`src/verilog/sq_pkg.sv`:
```
`default_nettype none

package sq_pkg;

    localparam int SQ_SIZE  = 8;
    localparam int SQ_IDX_W = 3;
    localparam int ADDR_W   = 32;
    localparam int DATA_W   = 32;
    localparam int BYTES    = 4;

    // Index plus a lap bit that flips each time the pointer wraps.
    typedef struct packed {
        logic                dir;
        logic [SQ_IDX_W-1:0] idx;
    } sq_ptr_s;

    // Raw view for increment, field view everywhere else.
    typedef union packed {
        logic [SQ_IDX_W:0] raw;
        sq_ptr_s           f;
    } sq_ptr_u;

endpackage

`default_nettype wire
```
`src/verilog/store_queue_top.sv`:
```
`timescale 1ns/1ns
`default_nettype none

module store_queue_top import sq_pkg::*; (
    input  logic                clk,
    input  logic                rst,
    input  logic                alloc_i,
    output sq_ptr_u             alloc_ptr_o,
    input  logic                st_addr_we_i,
    input  logic [SQ_IDX_W-1:0] st_addr_idx_i,
    input  logic [ADDR_W-1:0]   st_addr_i,
    input  logic [BYTES-1:0]    st_mask_i,
    input  logic                st_data_we_i,
    input  logic [SQ_IDX_W-1:0] st_data_idx_i,
    input  logic [DATA_W-1:0]   st_data_i,
    input  logic                commit_i,
    input  logic                flush_i,
    input  logic                cache_credit_i,
    output logic                drain_valid_o,
    output logic [ADDR_W-1:0]   drain_addr_o,
    output logic [BYTES-1:0]    drain_mask_o,
    output logic [DATA_W-1:0]   drain_data_o,
    output logic                credit_return_o,
    input  logic                ld_req_i,
    input  logic [ADDR_W-1:0]   ld_addr_i,
    input  sq_ptr_u             ld_ptr_i,
    output logic                fwd_valid_o,
    output logic [BYTES-1:0]    fwd_mask_o,
    output logic [DATA_W-1:0]   fwd_data_o,
    output logic                fwd_pending_o
);
    sq_ptr_u                        head_ptr;
    logic [SQ_SIZE-1:0]             valid;
    logic [SQ_SIZE-1:0]             addr_valid;
    logic [SQ_SIZE-1:0]             data_valid;
    logic [SQ_SIZE-1:0]             dir;
    logic [SQ_SIZE-1:0][ADDR_W-3:0] word_addr;
    logic [SQ_SIZE-1:0][BYTES-1:0]  mask;
    logic [SQ_SIZE-1:0][DATA_W-1:0] data;
    logic [SQ_SIZE-1:0]             older;
    logic [SQ_SIZE-1:0][BYTES-1:0]  match_mask;

    sq_entry_array u_array (
        .clk             (clk),
        .rst             (rst),
        .alloc_i         (alloc_i),
        .st_addr_we_i    (st_addr_we_i),
        .st_addr_idx_i   (st_addr_idx_i),
        .st_addr_i       (st_addr_i),
        .st_mask_i       (st_mask_i),
        .st_data_we_i    (st_data_we_i),
        .st_data_idx_i   (st_data_idx_i),
        .st_data_i       (st_data_i),
        .commit_i        (commit_i),
        .flush_i         (flush_i),
        .cache_credit_i  (cache_credit_i),
        .alloc_ptr_o     (alloc_ptr_o),
        .head_ptr_o      (head_ptr),
        .valid_o         (valid),
        .addr_valid_o    (addr_valid),
        .data_valid_o    (data_valid),
        .dir_o           (dir),
        .word_addr_o     (word_addr),
        .mask_o          (mask),
        .data_o          (data),
        .drain_valid_o   (drain_valid_o),
        .drain_addr_o    (drain_addr_o),
        .drain_mask_o    (drain_mask_o),
        .drain_data_o    (drain_data_o),
        .credit_return_o (credit_return_o)
    );

    sq_age_mask u_age (
        .head_ptr_i (head_ptr),
        .ld_ptr_i   (ld_ptr_i),
        .valid_i    (valid),
        .older_o    (older)
    );

    sq_addr_match u_match (
        .ld_req_i     (ld_req_i),
        .ld_addr_i    (ld_addr_i),
        .word_addr_i  (word_addr),
        .mask_i       (mask),
        .addr_valid_i (addr_valid),
        .match_o      (),
        .match_mask_o (match_mask)
    );

    sq_fwd_select u_fwd (
        .clk           (clk),
        .rst           (rst),
        .ld_req_i      (ld_req_i),
        .ld_ptr_i      (ld_ptr_i),
        .older_i       (older),
        .match_mask_i  (match_mask),
        .dir_i         (dir),
        .data_i        (data),
        .data_valid_i  (data_valid),
        .fwd_valid_o   (fwd_valid_o),
        .fwd_mask_o    (fwd_mask_o),
        .fwd_data_o    (fwd_data_o),
        .fwd_pending_o (fwd_pending_o)
    );

endmodule

`default_nettype wire

```
`src/verilog/sq_fwd_select.sv`:
```
`timescale 1ns/1ns
`default_nettype none

module sq_fwd_select import sq_pkg::*; (
    input  logic                            clk,
    input  logic                            rst,
    input  logic                            ld_req_i,
    input  sq_ptr_u                         ld_ptr_i,
    input  logic [SQ_SIZE-1:0]              older_i,
    input  logic [SQ_SIZE-1:0][BYTES-1:0]   match_mask_i,
    input  logic [SQ_SIZE-1:0]              dir_i,
    input  logic [SQ_SIZE-1:0][DATA_W-1:0]  data_i,
    input  logic [SQ_SIZE-1:0]              data_valid_i,
    output logic                            fwd_valid_o,
    output logic [BYTES-1:0]                fwd_mask_o,
    output logic [DATA_W-1:0]               fwd_data_o,
    output logic                            fwd_pending_o
);
    logic [SQ_SIZE-1:0][BYTES-1:0] cand_mask;
    logic [BYTES-1:0]              sel_mask;
    logic [DATA_W-1:0]             sel_data;
    logic [BYTES-1:0]              sel_dv;
    logic                          s1_valid;
    logic [BYTES-1:0]              s1_mask;
    logic [DATA_W-1:0]             s1_data;
    logic [BYTES-1:0]              s1_dv;

    always_comb begin
        for (int i = 0; i < SQ_SIZE; i++)
            cand_mask[i] = older_i[i] ? match_mask_i[i] : '0; // Older and matching.
    end

    sq_merge_tree u_tree (
        .dir_i        (dir_i),
        .ld_dir_i     (ld_ptr_i.f.dir),
        .mask_i       (cand_mask),
        .data_i       (data_i),
        .data_valid_i (data_valid_i),
        .mask_o       (sel_mask),
        .data_o       (sel_data),
        .data_valid_o (sel_dv),
        .dir_o        (),
        .idx_o        ()
    );

    always_ff @(posedge clk or posedge rst) begin
        if (rst) begin
            s1_valid      <= 1'b0;
            fwd_valid_o   <= 1'b0;
            fwd_pending_o <= 1'b0;
        end else begin
            s1_valid      <= ld_req_i;
            fwd_valid_o   <= s1_valid;
            fwd_pending_o <= s1_valid & |(s1_mask & ~s1_dv); // A chosen byte lacks data.
        end
    end

    always_ff @(posedge clk) begin
        s1_mask    <= sel_mask;
        s1_data    <= sel_data;
        s1_dv      <= sel_dv;
        fwd_mask_o <= s1_mask;
        fwd_data_o <= s1_data;
    end

endmodule

`default_nettype wire

```
`src/verilog/sq_merge_tree.sv`:
```
`timescale 1ns/1ns
`default_nettype none

module sq_merge_tree import sq_pkg::*; #(
    parameter int N    = SQ_SIZE,
    parameter int BASE = 0
) (
    input  logic [N-1:0]                    dir_i,
    input  logic                            ld_dir_i,
    input  logic [N-1:0][BYTES-1:0]         mask_i,
    input  logic [N-1:0][DATA_W-1:0]        data_i,
    input  logic [N-1:0]                    data_valid_i,
    output logic [BYTES-1:0]                mask_o,
    output logic [DATA_W-1:0]               data_o,
    output logic [BYTES-1:0]                data_valid_o,
    output logic [BYTES-1:0]                dir_o,
    output logic [BYTES-1:0][SQ_IDX_W-1:0]  idx_o
);
    if (N == 1) begin : g_leaf
        // Uncovered bytes read as zero.
        always_comb begin
            for (int b = 0; b < BYTES; b++) begin
                mask_o[b]         = mask_i[0][b];
                data_o[8*b +: 8]  = mask_i[0][b] ? data_i[0][8*b +: 8] : 8'h00;
                data_valid_o[b]   = mask_i[0][b] & data_valid_i[0];
                dir_o[b]          = dir_i[0];
                idx_o[b]          = SQ_IDX_W'(BASE);
            end
        end
    end else begin : g_node
        localparam int NL = N / 2;
        localparam int NH = N - NL;

        logic [BYTES-1:0]               lo_mask;
        logic [BYTES-1:0]               hi_mask;
        logic [DATA_W-1:0]              lo_data;
        logic [DATA_W-1:0]              hi_data;
        logic [BYTES-1:0]               lo_dv;
        logic [BYTES-1:0]               hi_dv;
        logic [BYTES-1:0]               lo_dir;
        logic [BYTES-1:0]               hi_dir;
        logic [BYTES-1:0][SQ_IDX_W-1:0] lo_idx;
        logic [BYTES-1:0][SQ_IDX_W-1:0] hi_idx;

        sq_merge_tree #(.N(NL), .BASE(BASE)) u_lo (
            .dir_i        (dir_i[NL-1:0]),
            .ld_dir_i     (ld_dir_i),
            .mask_i       (mask_i[NL-1:0]),
            .data_i       (data_i[NL-1:0]),
            .data_valid_i (data_valid_i[NL-1:0]),
            .mask_o       (lo_mask),
            .data_o       (lo_data),
            .data_valid_o (lo_dv),
            .dir_o        (lo_dir),
            .idx_o        (lo_idx)
        );

        sq_merge_tree #(.N(NH), .BASE(BASE + NL)) u_hi (
            .dir_i        (dir_i[N-1:NL]),
            .ld_dir_i     (ld_dir_i),
            .mask_i       (mask_i[N-1:NL]),
            .data_i       (data_i[N-1:NL]),
            .data_valid_i (data_valid_i[N-1:NL]),
            .mask_o       (hi_mask),
            .data_o       (hi_data),
            .data_valid_o (hi_dv),
            .dir_o        (hi_dir),
            .idx_o        (hi_idx)
        );

        always_comb begin
            logic [SQ_IDX_W:0] lo_key;
            logic [SQ_IDX_W:0] hi_key;
            logic              pick_hi;
            for (int b = 0; b < BYTES; b++) begin
                // Same lap as the load means younger, then higher index.
                lo_key  = {lo_dir[b] == ld_dir_i, lo_idx[b]};
                hi_key  = {hi_dir[b] == ld_dir_i, hi_idx[b]};
                pick_hi = hi_mask[b] & (~lo_mask[b] | (hi_key > lo_key));
                mask_o[b]        = lo_mask[b] | hi_mask[b];
                data_o[8*b +: 8] = pick_hi ? hi_data[8*b +: 8] : lo_data[8*b +: 8];
                data_valid_o[b]  = pick_hi ? hi_dv[b] : lo_dv[b];
                dir_o[b]         = pick_hi ? hi_dir[b] : lo_dir[b];
                idx_o[b]         = pick_hi ? hi_idx[b] : lo_idx[b];
            end
        end
    end

endmodule

`default_nettype wire

```
`src/verilog/sq_addr_match.sv`:
```
`timescale 1ns/1ns
`default_nettype none

module sq_addr_match import sq_pkg::*; (
    input  logic                            ld_req_i,
    input  logic [ADDR_W-1:0]               ld_addr_i,
    input  logic [SQ_SIZE-1:0][ADDR_W-3:0]  word_addr_i,
    input  logic [SQ_SIZE-1:0][BYTES-1:0]   mask_i,
    input  logic [SQ_SIZE-1:0]              addr_valid_i,
    output logic [SQ_SIZE-1:0]              match_o,
    output logic [SQ_SIZE-1:0][BYTES-1:0]   match_mask_o
);
    logic [ADDR_W-3:0] ld_word;

    assign ld_word = ld_addr_i[ADDR_W-1:2]; // Word granularity.

    always_comb begin
        for (int i = 0; i < SQ_SIZE; i++) begin
            match_o[i] = ld_req_i & addr_valid_i[i] & (word_addr_i[i] == ld_word);
            match_mask_o[i] = match_o[i] ? mask_i[i] : '0;
        end
    end

endmodule

`default_nettype wire

```
`src/verilog/sq_age_mask.sv`:
```
`timescale 1ns/1ns
`default_nettype none

module sq_age_mask import sq_pkg::*; (
    input  sq_ptr_u            head_ptr_i,
    input  sq_ptr_u            ld_ptr_i,
    input  logic [SQ_SIZE-1:0] valid_i,
    output logic [SQ_SIZE-1:0] older_o
);
    logic [SQ_SIZE-1:0] head_below;
    logic [SQ_SIZE-1:0] ld_below;
    logic [SQ_SIZE-1:0] span;
    logic               wrap;

    // Thermometer masks of entries below each pointer.
    always_comb begin
        for (int i = 0; i < SQ_SIZE; i++) begin
            head_below[i] = SQ_IDX_W'(i) < head_ptr_i.f.idx;
            ld_below[i]   = SQ_IDX_W'(i) < ld_ptr_i.f.idx;
        end
    end

    assign wrap = head_ptr_i.f.dir ^ ld_ptr_i.f.dir;

    // Span from head up to the load pointer, inverted when it wraps.
    assign span = wrap ? ~(head_below ^ ld_below) : (head_below ^ ld_below);

    assign older_o = span & valid_i;

endmodule

`default_nettype wire

```
`src/verilog/sq_entry_array.sv`:
```
`timescale 1ns/1ns
`default_nettype none

module sq_entry_array import sq_pkg::*; (
    input  logic                            clk,
    input  logic                            rst,
    input  logic                            alloc_i,
    input  logic                            st_addr_we_i,
    input  logic [SQ_IDX_W-1:0]             st_addr_idx_i,
    input  logic [ADDR_W-1:0]               st_addr_i,
    input  logic [BYTES-1:0]                st_mask_i,
    input  logic                            st_data_we_i,
    input  logic [SQ_IDX_W-1:0]             st_data_idx_i,
    input  logic [DATA_W-1:0]               st_data_i,
    input  logic                            commit_i,
    input  logic                            flush_i,
    input  logic                            cache_credit_i,
    output sq_ptr_u                         alloc_ptr_o,
    output sq_ptr_u                         head_ptr_o,
    output logic [SQ_SIZE-1:0]              valid_o,
    output logic [SQ_SIZE-1:0]              addr_valid_o,
    output logic [SQ_SIZE-1:0]              data_valid_o,
    output logic [SQ_SIZE-1:0]              dir_o,
    output logic [SQ_SIZE-1:0][ADDR_W-3:0]  word_addr_o,
    output logic [SQ_SIZE-1:0][BYTES-1:0]   mask_o,
    output logic [SQ_SIZE-1:0][DATA_W-1:0]  data_o,
    output logic                            drain_valid_o,
    output logic [ADDR_W-1:0]               drain_addr_o,
    output logic [BYTES-1:0]                drain_mask_o,
    output logic [DATA_W-1:0]               drain_data_o,
    output logic                            credit_return_o
);
    sq_ptr_u                        head_q;
    sq_ptr_u                        cmt_q;
    sq_ptr_u                        tail_q;
    sq_ptr_u                        cmt_n;
    logic [SQ_SIZE-1:0]             valid_q;
    logic [SQ_SIZE-1:0]             addr_valid_q;
    logic [SQ_SIZE-1:0]             data_valid_q;
    logic [SQ_SIZE-1:0]             committed_q;
    logic [SQ_SIZE-1:0]             dir_q;
    logic [SQ_SIZE-1:0][ADDR_W-3:0] waddr_q;
    logic [SQ_SIZE-1:0][BYTES-1:0]  mask_q;
    logic [SQ_SIZE-1:0][DATA_W-1:0] data_q;
    logic [SQ_IDX_W:0]              cache_cnt_q; // Drain credits from the cache.
    logic [SQ_IDX_W-1:0]            hidx;

    assign hidx = head_q.f.idx;
    assign cmt_n.raw = cmt_q.raw + {{SQ_IDX_W{1'b0}}, commit_i};

    // A credit arriving this cycle may be spent at once.
    assign drain_valid_o = valid_q[hidx] & addr_valid_q[hidx] & data_valid_q[hidx]
                         & committed_q[hidx] & ((cache_cnt_q != '0) | cache_credit_i);

    always_ff @(posedge clk or posedge rst) begin
        if (rst) begin
            head_q          <= '0;
            cmt_q           <= '0;
            tail_q          <= '0;
            valid_q         <= '0;
            addr_valid_q    <= '0;
            data_valid_q    <= '0;
            committed_q     <= '0;
            cache_cnt_q     <= '0;
            credit_return_o <= 1'b0;
        end else begin
            credit_return_o <= drain_valid_o; // Dispatcher credit back.
            cmt_q <= cmt_n;
            case ({cache_credit_i, drain_valid_o})
                2'b10:   cache_cnt_q <= cache_cnt_q + 1'b1;
                2'b01:   cache_cnt_q <= cache_cnt_q - 1'b1;
                default: cache_cnt_q <= cache_cnt_q;
            endcase
            if (drain_valid_o) begin
                head_q.raw    <= head_q.raw + 1'b1;
                valid_q[hidx] <= 1'b0;
            end
            if (commit_i)
                committed_q[cmt_q.f.idx] <= 1'b1;
            if (alloc_i && !flush_i) begin
                valid_q[tail_q.f.idx]      <= 1'b1;
                addr_valid_q[tail_q.f.idx] <= 1'b0;
                data_valid_q[tail_q.f.idx] <= 1'b0;
                committed_q[tail_q.f.idx]  <= 1'b0;
                tail_q.raw <= tail_q.raw + 1'b1;
            end
            if (st_addr_we_i)
                addr_valid_q[st_addr_idx_i] <= 1'b1;
            if (st_data_we_i)
                data_valid_q[st_data_idx_i] <= 1'b1;
            if (flush_i) begin
                tail_q <= cmt_n;
                for (int i = 0; i < SQ_SIZE; i++) begin
                    // Keep what is committed, including a commit in this cycle.
                    if (!committed_q[i] && !(commit_i && cmt_q.f.idx == SQ_IDX_W'(i)))
                        valid_q[i] <= 1'b0;
                end
            end
        end
    end

    always_ff @(posedge clk) begin
        if (alloc_i && !flush_i)
            dir_q[tail_q.f.idx] <= tail_q.f.dir;
        if (st_addr_we_i) begin
            waddr_q[st_addr_idx_i] <= st_addr_i[ADDR_W-1:2];
            mask_q[st_addr_idx_i]  <= st_mask_i;
        end
        if (st_data_we_i)
            data_q[st_data_idx_i] <= st_data_i;
    end

    assign alloc_ptr_o  = tail_q;
    assign head_ptr_o   = head_q;
    assign valid_o      = valid_q;
    assign addr_valid_o = addr_valid_q;
    assign data_valid_o = data_valid_q;
    assign dir_o        = dir_q;
    assign word_addr_o  = waddr_q;
    assign mask_o       = mask_q;
    assign data_o       = data_q;

    assign drain_addr_o = {waddr_q[hidx], 2'b00};
    assign drain_mask_o = mask_q[hidx];
    assign drain_data_o = data_q[hidx];

endmodule

`default_nettype wire

```
`config.mk`:
```
export PLATFORM = sky130hd
export DESIGN_NAME = store_queue_top
export DESIGN_NICKNAME = d
export VERILOG_FILES = /design/src/verilog/sq_pkg.sv /design/src/verilog/store_queue_top.sv /design/src/verilog/sq_fwd_select.sv /design/src/verilog/sq_merge_tree.sv /design/src/verilog/sq_addr_match.sv /design/src/verilog/sq_age_mask.sv /design/src/verilog/sq_entry_array.sv
export SDC_FILE = /design/constraint.sdc
export NUM_CORES = 1
export LEC_CHECK = 0
export BUFFER_PORTS_ARGS = -buffer_cell sky130_fd_sc_hd__buf_4
export CAP_MARGIN = 0
export CORE_AREA = 3 3 513 261
export DETAILED_ROUTE_END_ITERATION = 7
export DIE_AREA = 0 0 516 264
export PLACE_DENSITY_LB_ADDON = 0.08
export SLEW_MARGIN = 20
export SYNTH_ARGS = -nofsm -noshare
export SYNTH_HDL_FRONTEND = slang
export SYNTH_SLANG_ARGS = --single-unit
```
`constraint.sdc`:
```
create_clock -name clk -period 6.16 [get_ports clk]
set_input_delay 0.616 -clock clk [delete_from_list [all_inputs] [get_ports clk]]
set_output_delay 0.616 -clock clk [all_outputs]
set_load 0.01 [all_outputs]
```
==> summary.md <==
| Metric | Value |
|---|---|
| Period utilization | `75.7%` |
| DRT iter0 DRCs | `2190` |
| CP Cell Sequence | `buf_4 -> and2_1 -> buf_4 -> nand2_1 -> o21ai_0 -> a222oi_1 -> o21ai_0 -> buf_4` |
| Vias | `24000` |
| Yosys warning total | `0` |
| Total track usage | `20.2%` |
| Post-Place Cells | `4632` |
| Crit end category | `output pin` |
| Slowest stage delay, CP | `0.93 ns` |
| Worst skew pair latency | `0.68 ns` |
| Final Slew Violations | `0` |
| Fin. Hold Viols | `0` |
| Critical path arrival | `4.05 ns` |
| Die height | `264 um` |
| Synth Register Bits | `664` |
| Residual DRC count | `0` |
| Worst hold path type | `input port to register` |
| Status | `finished, final reports clean` |
| Critical-path maximum fanout | `41` |
| Vias in the first global route | `23900` |
| Slowest cell on the critical path | `and2_1` |
| RSZ-0062 raised after global routing | `false` |
| Maximum clock insertion buffer count | `3` |
| Gate Count Post-Synth | `2758` |
| Antenna violations before repair | `10` |
| Cell depth of the worst setup path | `8` |
| CP most frequent cell | `buf_4` |
| Initial Utilization | `25.1%` |
| Delay-heaviest family, CP | `buffers and inverters` |
| Clock root buffer | `clkbuf_16` |
| Clock Skew | `0.0373 ns` |
| DRT Wirelength | `141000 um` |
| Reg2reg path depth | `12` |
| DP HPWL | `94500 um` |
| Async SR Flop Fraction | `7.83%` |
| Hold Buf Count CTS | `0` |
| Commonest non-fill, non-tap cell in the layout | `edfxtp_1` |
| Post-Route Setup TNS | `0 ns` |
| Post-DR vias/cell | `5.04` |
| Fmax | `214 MHz` |
| Num CTS Buffers | `73` |
| DIE AREA | `0.136 mm2` |
| PD cells | `367 mW/mm2` |
| Worst Hold Depth | `1` |
| Main synth FF type | `edfxtp_1` |
| PostCTS Resize Cnt | `0` |
| Max transition margin | `23.3%` |
| Clock-pin transition on the worst setup and hold timing paths | `0.06 ns` |
| Clock sinks | `664` |
| Startpoint types | `register` |
| Sequential area share after synthesis | `58.6%` |
| Routed WL per cell | `29.6 um` |
| Antenna viol nets, final | `0` |
| Buffers & Inverters on Critical Path | `3` |
| Area delta synth->final | `20.1%` |
| H-tree Lvls | `3` |
| Setup slack, reg-to-reg | `1.66 ns` |
| Ratio of cells with drive above 1 in the final layout | `17.3%` |
| Largest net degree at the start of global routing | `53` |
| CORE AREA | `0.129 mm2` |
| First-pass GRT wire length | `194000 um` |
| Kind of critical path | `register to output pin` |
| Die Width | `516 um` |
| Syn Area/Cell | `11.7 um2` |
| Synthesized area | `0.0323 mm2` |
| Pre-Repair DR Iteration Count | `6` |
| GPL Wtd Cong | `0.907` |
| Worst reg2reg path startpoint | `u_array.head_ptr_o[2]$_DFFE_PP0P_` |
| Min Tclk post-route | `4.66 ns` |
| Worst vdd ir | `0.207 mV` |
| Max_cap viols | `0` |
| Final #Nets | `3125` |
| Reg-to-reg endpoint | `u_fwd.s1_data[24]$_DFF_P_` |
| CTS tree | `done` |
| Finished Layout Cells | `4769` |
| Row count | `93` |
| Pleak | `13.5 nW` |
| Post-CTS setup buffers | `0` |
| Worst-Margin Slew | `1.14 ns` |
| Crit. Startpoint | `u_array.head_ptr_o[2]$_DFFE_PP0P_` |
| Top Ports | `231` |
| CP Data Required Time | `5.54 ns` |
| Most frequent cells in the layout | `edfxtp_1, nand2_1, buf_4, mux2i_1, o21ai_0` |
| CP endpoint | `drain_data_o[15]` |
| GR Overflow Total | `0` |
| IO Port Bufs | `224` |
| Post-synth EDFFs | `536` |
| Final setup fails | `0` |
| Count of cell types in the netlist | `90` |
-- Yosys cell counts, drive strengths merged (11+ instances only) --
cell type  instances  share of area, %
nand2            384               4.5
a22oi             44               1.0
xnor2            163               4.4
dfrtp             52               4.0
nor4              37              0.93
o21ai            199               3.1
clkbuf           105               1.2
and3              12              0.23
nand4             54               1.1
a31oi             11              0.21
a221o             14              0.43
a21o              18              0.42
nor2             126               1.5
inv               44              0.51
a221oi            54               1.5
edfxtp           536                50
xor2              96               2.6
nor3              32              0.56
dfxtp             76               4.7
mux2i            217               6.7
o22ai             38              0.76
a21oi            135               2.1
mux2              34               1.2
a222oi            21              0.65
buf               60               1.0
and4              12              0.33
nand3             43              0.67
-- power breakdown --
| part | total, W | switching, W | internal [W] |
|---|---|---|---|
| Sequential | 0.00557 | 0.000428 | 0.00514 |
| Combinational | 0.00431 | 0.00271 | 0.00160 |
| Clock | 0.00436 | 0.00195 | 0.00241 |
| Total | 0.0142 | 0.00509 | 0.00915 |
-- per-stage QoR --
step           total power (W)  worst slack [ns]  utilization, %  area, um2  hold slack (ns)
3_5_place_dp            0.0100              1.39            28.3      36500            0.314
2_1_floorplan          0.00766              2.39               -      32300            0.310
3_3_place_gp            0.0100              1.42            28.3      36500            0.313
6_report                0.0142              1.50            30.1      38800            0.165
5_1_grt                 0.0148              1.38            30.1      38800            0.138
4_1_cts                 0.0144              1.43            30.1      38800            0.111
-- metal layers --
metal  wire, um  global-route usage [%]  up-vias
met5         13                       0        -
met4       2990                    4.58        2
met3       6900                    3.01      146
met2      66200                    33.0      714
met1      65100                    28.1    12300
li1           -                       -    10800
-- area by class of cell --
cell class,instances,area (um2)
Inverter,46,173
Clock inverter,26,181
Clock buffer,108,2120
Timing Repair Buffer,328,2490
Antenna cell,3,7.51
Fill cell,13300,90200
Tap cell,1710,2140
Multi-Input combinational cell,1884,12700
Sequential cell,664,18900
-- worst min path at each step --
| stage | endpoint | start | slack [ns] |
|---|---|---|---|
| after floorplan | u_fwd.fwd_data_o[0]$_DFF_P_ | u_fwd.s1_data[0]$_DFF_P_ | 0.31 |
| after global placement | u_fwd.fwd_data_o[14]$_DFF_P_ | u_fwd.s1_data[14]$_DFF_P_ | 0.31 |
| after detailed placement | u_fwd.fwd_data_o[12]$_DFF_P_ | u_fwd.s1_data[12]$_DFF_P_ | 0.31 |
| after CTS | u_array.word_addr_o[100]$_DFFE_PP_ | st_addr_i[12] | 0.11 |
| after global routing | u_fwd.s1_valid$_DFF_PP0_ | ld_req_i | 0.14 |
| final | u_fwd.s1_valid$_DFF_PP0_ | ld_req_i | 0.16 |
-- kinds of logic (layout without fill, tap and decap cells) --
kind of cell | after synthesis | count (layout) | synth area share, %
fa+ha+maj | 9 | 9 | 0.372
mux | 252 | 252 | 7.99
flops | 664 | 664 | 58.6
xor+xnor | 263 | 263 | 7.33
simple gates | 757 | 757 | 11.0
compound gates | 601 | 601 | 12.0
buf+inv | 211 | 508 | 2.76
other cells | 1 | 5 | 0.0116
-- state kept, by name (all words and copies together), names as in the netlist, 8 cells and up --
signal and cells:
u_array.dir_o 8, u_array.committed_q 8, u_array.word_addr_o 240, u_fwd.s1_data 32, u_array.mask_o 32, u_array.data_valid_o 8
u_array.data_o 256, u_array.addr_valid_o 8, u_array.valid_o 8, u_fwd.fwd_data_o 32
No activity file was read; power rests on OpenSTA's default activity.
